--- src/design/rv_isa_pkg.sv ---
package rv_isa_pkg;

  typedef logic [31:0] instr_t;
  typedef logic [4:0] reg_idx_t;
  typedef logic [2:0] funct3_t;

  // ----------------------------------------
  // Major opcodes
  // ----------------------------------------
  typedef enum logic [6:0] {
    OPC_OP     = 7'b0110011,
    OPC_OP_IMM = 7'b0010011,
    OPC_LOAD   = 7'b0000011,
    OPC_STORE  = 7'b0100011,
    OPC_BRANCH = 7'b1100011,
    OPC_JAL    = 7'b1101111,
    OPC_JALR   = 7'b1100111,
    OPC_LUI    = 7'b0110111,
    OPC_AUIPC  = 7'b0010111,
    OPC_SYSTEM = 7'b1110011
  } opcode_t;

  // Branch conditions
  localparam funct3_t F3_BEQ  = 3'b000;
  localparam funct3_t F3_BNE  = 3'b001;
  localparam funct3_t F3_BLT  = 3'b100;
  localparam funct3_t F3_BGE  = 3'b101;
  localparam funct3_t F3_BLTU = 3'b110;
  localparam funct3_t F3_BGEU = 3'b111;

  // ALU groups, shared by OP and OP_IMM
  localparam funct3_t F3_ADD_SUB = 3'b000;
  localparam funct3_t F3_SLL     = 3'b001;
  localparam funct3_t F3_SLT     = 3'b010;
  localparam funct3_t F3_SLTU    = 3'b011;
  localparam funct3_t F3_XOR     = 3'b100;
  localparam funct3_t F3_SRL_SRA = 3'b101;
  localparam funct3_t F3_OR      = 3'b110;
  localparam funct3_t F3_AND     = 3'b111;

  localparam instr_t EBREAK_INSTR = 32'h0010_0073;

endpackage

--- src/design/rv_core_pkg.sv ---
package rv_core_pkg;

  import rv_isa_pkg::*;

  typedef logic [31:0] word_t;
  typedef logic [31:0] addr_t;

  // ----------------------------------------
  // ALU and write-back selects
  // ----------------------------------------
  typedef enum logic [3:0] {
    ALU_ADD,
    ALU_SUB,
    ALU_AND,
    ALU_OR,
    ALU_XOR,
    ALU_SLL,
    ALU_SRL,
    ALU_SRA,
    ALU_SLT,
    ALU_SLTU
  } alu_op_t;

  typedef enum logic [1:0] {
    WB_ALU,
    WB_LOAD,
    WB_PC4
  } wb_src_t;

  // Per-instruction control, produced by the decoder
  typedef struct packed {
    logic    reg_write;
    logic    mem_write;
    logic    alu_a_pc;
    logic    alu_a_zero;
    logic    alu_b_imm;
    alu_op_t alu_op;
    wb_src_t wb_src;
    logic    is_branch;
    logic    is_jump;
    logic    is_jalr;
    logic    is_ebreak;
    funct3_t funct3;
  } ctrl_t;

endpackage

--- src/design/rv_decoder.sv ---
module rv_decoder
  import rv_isa_pkg::*, rv_core_pkg::*;
(
  input  instr_t   instr,
  output ctrl_t    ctrl,
  output reg_idx_t rs1,
  output reg_idx_t rs2,
  output reg_idx_t rd,
  output word_t    imm
);

  opcode_t opcode;
  funct3_t funct3;
  logic    funct7_b5;
  word_t   imm_i;
  word_t   imm_s;
  word_t   imm_b;
  word_t   imm_u;
  word_t   imm_j;

  // Map funct3 to an ALU op, alt picks SUB or SRA
  function automatic alu_op_t alu_op_of(funct3_t f3, logic alt);
    case (f3)
      F3_ADD_SUB: return alt ? ALU_SUB : ALU_ADD;
      F3_SLL:     return ALU_SLL;
      F3_SLT:     return ALU_SLT;
      F3_SLTU:    return ALU_SLTU;
      F3_XOR:     return ALU_XOR;
      F3_SRL_SRA: return alt ? ALU_SRA : ALU_SRL;
      F3_OR:      return ALU_OR;
      default:    return ALU_AND;
    endcase
  endfunction

  assign opcode    = opcode_t'(instr[6:0]);
  assign funct3    = instr[14:12];
  assign funct7_b5 = instr[30];
  assign rd        = instr[11:7];
  assign rs1       = instr[19:15];
  assign rs2       = instr[24:20];

  // ----------------------------------------
  // Immediates, all sign-extended
  // ----------------------------------------
  assign imm_i = {{20{instr[31]}}, instr[31:20]};
  assign imm_s = {{20{instr[31]}}, instr[31:25], instr[11:7]};
  assign imm_b = {{19{instr[31]}}, instr[31], instr[7], instr[30:25], instr[11:8], 1'b0};
  assign imm_u = {instr[31:12], 12'b0};
  assign imm_j = {{11{instr[31]}}, instr[31], instr[19:12], instr[20], instr[30:21], 1'b0};

  // ----------------------------------------
  // Control
  // ----------------------------------------
  always_comb begin
    ctrl        = '0;
    ctrl.alu_op = ALU_ADD;
    ctrl.wb_src = WB_ALU;
    ctrl.funct3 = funct3;
    imm         = imm_i;

    case (opcode)
      OPC_OP: begin
        ctrl.reg_write = 1'b1;
        ctrl.alu_op    = alu_op_of(funct3, funct7_b5);
      end
      OPC_OP_IMM: begin
        ctrl.reg_write = 1'b1;
        ctrl.alu_b_imm = 1'b1;
        // Only shifts use funct7, ADDI never turns into a subtract
        ctrl.alu_op    = alu_op_of(funct3, funct7_b5 && funct3 == F3_SRL_SRA);
      end
      OPC_LOAD: begin
        ctrl.reg_write = 1'b1;
        ctrl.alu_b_imm = 1'b1;
        ctrl.wb_src    = WB_LOAD;
      end
      OPC_STORE: begin
        ctrl.mem_write = 1'b1;
        ctrl.alu_b_imm = 1'b1;
        imm            = imm_s;
      end
      OPC_BRANCH: begin
        ctrl.is_branch = 1'b1;
        imm            = imm_b;
      end
      OPC_JAL: begin
        ctrl.reg_write = 1'b1;
        ctrl.is_jump   = 1'b1;
        ctrl.wb_src    = WB_PC4;
        imm            = imm_j;
      end
      OPC_JALR: begin
        ctrl.reg_write = 1'b1;
        ctrl.is_jump   = 1'b1;
        ctrl.is_jalr   = 1'b1;
        ctrl.alu_b_imm = 1'b1;
        ctrl.wb_src    = WB_PC4;
      end
      OPC_LUI: begin
        ctrl.reg_write  = 1'b1;
        ctrl.alu_a_zero = 1'b1;
        ctrl.alu_b_imm  = 1'b1;
        imm             = imm_u;
      end
      OPC_AUIPC: begin
        ctrl.reg_write = 1'b1;
        ctrl.alu_a_pc  = 1'b1;
        ctrl.alu_b_imm = 1'b1;
        imm            = imm_u;
      end
      OPC_SYSTEM: begin
        ctrl.is_ebreak = (instr == EBREAK_INSTR);
      end
      default: begin
        // Unknown opcode, no writes
      end
    endcase
  end

endmodule

--- src/design/rv_regfile.sv ---
module rv_regfile
  import rv_isa_pkg::*, rv_core_pkg::*;
(
  input  logic     clk,
  input  logic     arst_n,
  input  reg_idx_t rs1,
  input  reg_idx_t rs2,
  output word_t    rs1_data,
  output word_t    rs2_data,
  input  logic     we,
  input  reg_idx_t rd,
  input  word_t    rd_data
);

  // x1..x31, x0 has no storage
  word_t regs [1:31];

  always_ff @(posedge clk or negedge arst_n) begin
    if (!arst_n) begin
      for (int i = 1; i < 32; i++) begin
        regs[i] <= '0;
      end
    end else if (we && rd != '0) begin
      regs[rd] <= rd_data;
    end
  end

  assign rs1_data = (rs1 == '0) ? '0 : regs[rs1];
  assign rs2_data = (rs2 == '0) ? '0 : regs[rs2];

endmodule

--- src/design/rv_alu.sv ---
module rv_alu
  import rv_core_pkg::*;
(
  input  ctrl_t ctrl,
  input  addr_t pc,
  input  word_t rs1_data,
  input  word_t rs2_data,
  input  word_t imm,
  output word_t result
);

  word_t      op_a;
  word_t      op_b;
  logic [4:0] shamt;

  // ----------------------------------------
  // Operand select
  // ----------------------------------------
  always_comb begin
    if (ctrl.alu_a_zero) begin
      op_a = '0;
    end else if (ctrl.alu_a_pc) begin
      op_a = pc;
    end else begin
      op_a = rs1_data;
    end
  end

  assign op_b  = ctrl.alu_b_imm ? imm : rs2_data;
  assign shamt = op_b[4:0];

  // ----------------------------------------
  // Operations
  // ----------------------------------------
  always_comb begin
    case (ctrl.alu_op)
      ALU_ADD:  result = op_a + op_b;
      ALU_SUB:  result = op_a - op_b;
      ALU_AND:  result = op_a & op_b;
      ALU_OR:   result = op_a | op_b;
      ALU_XOR:  result = op_a ^ op_b;
      ALU_SLL:  result = op_a << shamt;
      ALU_SRL:  result = op_a >> shamt;
      ALU_SRA:  result = word_t'($signed(op_a) >>> shamt);
      // Compares give 1 or 0
      ALU_SLT:  result = {31'b0, $signed(op_a) < $signed(op_b)};
      ALU_SLTU: result = {31'b0, op_a < op_b};
      default:  result = '0;
    endcase
  end

endmodule

--- src/design/rv_pc_unit.sv ---
module rv_pc_unit
  import rv_isa_pkg::*, rv_core_pkg::*;
#(
  parameter addr_t RESET_PC = 32'h0000_0000
) (
  input  logic  clk,
  input  logic  arst_n,
  input  ctrl_t ctrl,
  input  word_t rs1_data,
  input  word_t rs2_data,
  input  word_t imm,
  input  word_t alu_result,
  output addr_t pc,
  output addr_t pc_plus4,
  output logic  halted
);

  logic  eq;
  logic  lt_s;
  logic  lt_u;
  logic  taken;
  addr_t target;
  addr_t next_pc;

  // ----------------------------------------
  // Branch compare
  // ----------------------------------------
  assign eq   = (rs1_data == rs2_data);
  assign lt_s = ($signed(rs1_data) < $signed(rs2_data));
  assign lt_u = (rs1_data < rs2_data);

  always_comb begin
    case (ctrl.funct3)
      F3_BEQ:  taken = eq;
      F3_BNE:  taken = !eq;
      F3_BLT:  taken = lt_s;
      F3_BGE:  taken = !lt_s;
      F3_BLTU: taken = lt_u;
      F3_BGEU: taken = !lt_u;
      default: taken = 1'b0;
    endcase
  end

  // JALR drops bit 0 of rs1 plus offset
  assign target   = ctrl.is_jalr ? {alu_result[31:1], 1'b0} : pc + imm;
  assign pc_plus4 = pc + 32'd4;

  always_comb begin
    if (halted || ctrl.is_ebreak) begin
      next_pc = pc;
    end else if (ctrl.is_jump || (ctrl.is_branch && taken)) begin
      next_pc = target;
    end else begin
      next_pc = pc_plus4;
    end
  end

  always_ff @(posedge clk or negedge arst_n) begin
    if (!arst_n) begin
      pc     <= RESET_PC;
      halted <= 1'b0;
    end else begin
      pc     <= next_pc;
      halted <= halted || ctrl.is_ebreak;
    end
  end

endmodule

--- src/design/rv_core.sv ---
module rv_core
  import rv_isa_pkg::*, rv_core_pkg::*;
#(
  parameter addr_t RESET_PC = 32'h0000_0000
) (
  input  logic   clk,
  input  logic   arst_n,
  output addr_t  imem_raddr,
  input  instr_t imem_rdata,
  output addr_t  dmem_addr,
  input  word_t  dmem_rdata,
  output logic   dmem_we,
  output word_t  dmem_wdata,
  output logic   ebreak
);

  ctrl_t    ctrl;
  reg_idx_t rs1;
  reg_idx_t rs2;
  reg_idx_t rd;
  word_t    imm;
  word_t    rs1_data;
  word_t    rs2_data;
  word_t    alu_result;
  word_t    rd_data;
  addr_t    pc;
  addr_t    pc_plus4;
  logic     halted;
  logic     reg_we;

  rv_decoder decoder0 (
    .instr (imem_rdata),
    .ctrl  (ctrl),
    .rs1   (rs1),
    .rs2   (rs2),
    .rd    (rd),
    .imm   (imm)
  );

  rv_regfile regfile0 (
    .clk      (clk),
    .arst_n   (arst_n),
    .rs1      (rs1),
    .rs2      (rs2),
    .rs1_data (rs1_data),
    .rs2_data (rs2_data),
    .we       (reg_we),
    .rd       (rd),
    .rd_data  (rd_data)
  );

  rv_alu alu0 (
    .ctrl     (ctrl),
    .pc       (pc),
    .rs1_data (rs1_data),
    .rs2_data (rs2_data),
    .imm      (imm),
    .result   (alu_result)
  );

  rv_pc_unit #(
    .RESET_PC (RESET_PC)
  ) pc_unit0 (
    .clk        (clk),
    .arst_n     (arst_n),
    .ctrl       (ctrl),
    .rs1_data   (rs1_data),
    .rs2_data   (rs2_data),
    .imm        (imm),
    .alu_result (alu_result),
    .pc         (pc),
    .pc_plus4   (pc_plus4),
    .halted     (halted)
  );

  // ----------------------------------------
  // Write-back and memory ports
  // ----------------------------------------
  always_comb begin
    case (ctrl.wb_src)
      WB_LOAD: rd_data = dmem_rdata;
      WB_PC4:  rd_data = pc_plus4;
      default: rd_data = alu_result;
    endcase
  end

  assign reg_we     = ctrl.reg_write && !halted;
  assign imem_raddr = pc;
  assign dmem_addr  = alu_result;
  assign dmem_wdata = rs2_data;
  // No stray store while in reset or after halt
  assign dmem_we    = ctrl.mem_write && arst_n && !halted;
  assign ebreak     = halted;

endmodule

--- config.mk ---
export PLATFORM = sky130hd
export DESIGN_NAME = rv_core
export DESIGN_NICKNAME = d
export VERILOG_FILES = /design/src/design/rv_isa_pkg.sv /design/src/design/rv_core_pkg.sv /design/src/design/rv_decoder.sv /design/src/design/rv_regfile.sv /design/src/design/rv_alu.sv /design/src/design/rv_pc_unit.sv /design/src/design/rv_core.sv
export SDC_FILE = /design/constraint.sdc
export NUM_CORES = 2
export LEC_CHECK = 0
export BUFFER_PORTS_ARGS = -buffer_cell sky130_fd_sc_hd__buf_2
export CELL_PAD_IN_SITES_DETAIL_PLACEMENT = 1
export CELL_PAD_IN_SITES_GLOBAL_PLACEMENT = 1
export CORE_MARGIN = 5
export CORE_UTILIZATION = 25
export DETAILED_ROUTE_END_ITERATION = 7
export GPL_TIMING_DRIVEN = 0
export PLACE_DENSITY = 0.42
export SLEW_MARGIN = 20
export SYNTH_ARGS = -nofsm -noshare
export SYNTH_HDL_FRONTEND = slang
export SYNTH_SLANG_ARGS = --single-unit
export TNS_END_PERCENT = 5
--- constraint.sdc ---
create_clock -name clk -period 17.53 [get_ports clk]
set_input_delay 0.8765 -clock clk [delete_from_list [all_inputs] [get_ports clk]]
set_output_delay 0.8765 -clock clk [all_outputs]
set_load 0.05 [all_outputs]
==> results.py <==
metrics = {
    "route": {
        "wl_per_cell_um": 44.71,
        "wl_mm": 479.9,
        "drt-initial-drc-count": 7818,
        "via_count": 64680,
        "antenna_left": 0,
        "firstDrtPassIters": 5,
        "via_per_inst": 6.026,
        "drc_errors": 0,
    },
    "die": {
        "core_area_um2": 271200,
        "rows": 191,
        "die_w_um": 532.6,
        "chipHeight_um": 532.6,
        "die-area_um2": 283700,
        "io_pins": 164,
        "start_util_pct": 25.17,
    },
    "timing": {
        "grt_setup_unrepaired": "false",
        "finalSetupTns_ps": 0,
        "fin_worst_skew_ps": 56.94,
        "timing.hold.ws_ps": 502.0,
        "tightestPinTransition_ps": 1326,
        "slew_violations": 0,
        "hold_viol": 0,
        "final.min_clock_period_ps": 13190,
        "fin_crit_sh_pct": 75.25,
        "slew_headroom_pct": 11.60,
        "setup_viol": 0,
        "clock.fmax_mhz": 75.81,
    },
    "worst_setup_path": {
        "worst_path_largest_cell_delay_ps": 810,
        "cp_num_cells": 24,
        "worstPathRequired_ps": 16650,
        "worstSetupPathType": "primary input to output port",
        "cp_common_cell": "buf_2",
        "r2r-end": "regfile0.regs[219]",
        "reg2reg_depth": 23,
        "worstPathArrival_ps": 12310,
        "worst-path-buf-inv": 9,
        "cp-start-kind": "primary input",
        "cp_slowest_cell": "nor4_1",
        "r2r_slack_ps": 7560,
        "regToRegStartpoint": "regfile0.regs[772]",
        "critPathTopFamily": "buffers and inverters",
        "cp-end-kind": "output port",
        "path_cells": "buf_6 -> buf_8 -> buf_6 -> buf_4 -> buf_2 -> clkbuf_1 -> clkbuf_4 -> buf_2 -> mux2i_1 -> a21oi_1 -> mux4_2 -> mux2i_2 -> o21ai_0 -> ha_1 -> nor4_1 -> nor3b_1 -> o2111ai_1 -> a41oi_1 -> nor2_1 -> a21boi_0 -> mux2i_1 -> nor4b_2 -> o21ai_1 -> buf_2",
        "path_max_fanout": 10,
    },
    "placement": {
        "dpl.cell_count": 10460,
        "gp_congestion": 0.9887,
        "hpwl_mm": 374.6,
        "io_buffers": 152,
        "placed_area_um2": 76360,
    },
    "power": {
        "p_leak_nw": 35.37,
        "finalPower_mw": 8.170,
        "powerDensity_nw_per_um2": 100.7,
        "ir_worst_vdd_mv": 0.09731,
    },
    "clocking": {
        "cts_root_buf": "clkbuf_16",
        "path_clk_slew_ps": 60,
        "post_cts_resized": 0,
        "htreeDepth": 4,
        "postCtsHoldBufs": 1,
        "cts_buffer_depth": 3,
        "cts.sinks": 1025,
        "postCtsSetupBuffers": 0,
        "cts_tree": "done",
        "numCtsBuffers": 134,
        "clkLatencyLatePin_ps": 830,
    },
    "logic_synthesis": {
        "yosys_register_bits": 1025,
        "synth_top_cell_area_share_pct": 37.57,
        "synthesis.area_um2": 68280,
        "syn-instance-count": 6615,
        "synth_area_leader_cell": "dfrtp_1",
        "synth_edf_count": 0,
        "avgSynthCellArea_um2": 10.32,
        "synth_nets": 6853,
        "synth_area_leaders": "dfrtp_1 (38%), mux4_2 (13%), mux2_2 (8.1%), o21ai_0 (4.9%), mux2i_1 (4.7%)",
        "synthArstFlopShare_pct": 100.0,
        "ys.warnings.count": 0,
        "ys_types": 107,
        "ys_seq_area_share_pct": 37.57,
        "ys.flop_type": "dfrtp_1",
        "yosys-top-cells-count": "dfrtp_1 (1025), nand2_1 (819), o21ai_0 (665)",
        "yosysMostFrequentCell": "dfrtp_1",
    },
    "flow_run": {
        "drv_cap": 0,
    },
    "grt": {
        "antenna_found_initial": 38,
        "gr-total-overflow": 0,
        "grt_max_degree": 125,
        "grt_pass1_vias": 63580,
        "grtUsageTotal_pct": 32.72,
        "grt_pass1_wl_mm": 629.4,
    },
    "min_path": {
        "min_path_cells": 2,
        "worstHoldStart": "regfile0.regs[776]",
        "min_path_type": "flip-flop to flip-flop",
        "whs_endpoint": "regfile0.regs[776]",
    },
    "layout": {
        "syn2layout_area_growth_pct": 18.81,
        "final_area_um2": 81120,
        "finalNetCount": 7267,
        "instances_no_fill": 10740,
        "drive_gt1_share_pct": 25.13,
    },
    "outcome": {
        "run_status": "finished clean",
    },
}
power by group:
group          switching, mW  internal, mW
logic                   1.78         0.712
registers              0.195          2.49
clock network           1.27          1.72
total                   3.24          4.93
area by class of cell:
| type | instances | area, µm² |
|---|---|---|
| Antenna cell | 27 | 67.56 |
| Buffer | 612 | 3029 |
| Clock buffer | 203 | 3984 |
| Clock inverter | 42 | 671.9 |
| Fill cell | 30350 | 190100 |
| Inverter | 180 | 678.2 |
| Multi-Input combinational cell | 4798 | 39700 |
| Sequential cell | 1025 | 25650 |
| Tap cell | 3570 | 4467 |
| Timing Repair Buffer | 278 | 2877 |
worst reg2reg max path, cell delays in order (launching register included):
cell and delay [ps]:
dfrtp_1 390, mux4_2 480, nor2_1 310, o32ai_1 240, a311oi_2 750, inv_2 260, o21ai_2 530, buf_2 440
buf_4 300, buf_2 360, buf_2 420, ha_1 290, inv_1 130, o22ai_1 390, o2111ai_1 200, a21o_1 260
a311oi_1 780, o221ai_1 570, a221oi_1 420, a21oi_1 100, or3_1 660, o21ai_2 820, clkbuf_1 560, o21ai_0 160
how the worst max path moves through the flow:
stage,from,to
2_1_floorplan,imem_rdata[20],dmem_addr[31]
3_3_place_gp,arst_n,regfile0.regs[368]
3_5_place_dp,imem_rdata[20],regfile0.regs[862]
4_1_cts,imem_rdata[20],dmem_addr[30]
5_1_grt,imem_rdata[20],dmem_addr[30]
6_report,imem_rdata[20],dmem_addr[30]
sequential cells by signal, indices dropped and copies added (netlist names):
register and flops:
pc_unit0.halted 1, regfile0.regs 992, pc_unit0.pc 32
cell usage in the layout (no fill, tap or decap), types with 33 or more instances in the layout:
master | synthesis | layout
nor2_1 | 248 | 244
o21ai_0 | 665 | 658
a22oi_1 | 132 | 130
clkbuf_1 | 400 | 365
nand3_1 | 79 | 79
a22o_1 | 33 | 33
o21ai_1 | 73 | 69
o211ai_1 | 80 | 80
buf_4 | 24 | 40
nor3_1 | 63 | 57
clkbuf_8 | 0 | 35
clkbuf_16 | 0 | 135
buf_6 | 42 | 69
a21o_1 | 83 | 83
clkbuf_2 | 8 | 76
inv_1 | 166 | 166
buf_12 | 1 | 34
o31ai_1 | 64 | 56
o22ai_1 | 49 | 49
nand2_1 | 819 | 818
dfrtp_1 | 1025 | 1025
mux4_2 | 385 | 385
mux2i_1 | 322 | 303
a221oi_1 | 66 | 65
xnor2_1 | 44 | 44
a21oi_1 | 276 | 274
ha_1 | 169 | 169
buf_2 | 91 | 274
mux2_2 | 489 | 489
layer usage:
| layer | GRT usage, % | vias up | part of all wire (%) |
|---|---|---|---|
| met5 | 0 | - | 0.020 |
| met4 | 16.71 | 14 | 6.3 |
| met3 | 6.801 | 770 | 7.6 |
| met2 | 49.52 | 3158 | 43 |
| met1 | 44.11 | 35070 | 43 |
| li1 | - | 25670 | - |
cell families (layout without fill, tap and decap cells):
kind of cell               Yosys count  in the layout  synth area share (%)
AOI/OAI and AO/OA                 1902           1902                 18.20
xor gates and xnor gates            73             73                0.9364
adders and majority gates          172            172                 3.185
buffers and inverters              792           1315                 5.256
DFF                               1025           1025                 37.57
muxes                             1196           1196                 25.48
other                                0             27                     0
and+or+nand+nor                   1455           1455                 9.373
stage by stage:
step | utilization (%) | setup WS [ps]
floorplan | - | 9504
global placement | 27.10 | -9432
CTS | 29.87 | 4245
detailed placement | 28.15 | 4219
global route | 29.88 | 4338
finish | 29.91 | 4339
(Power assumes the default switching activity.)
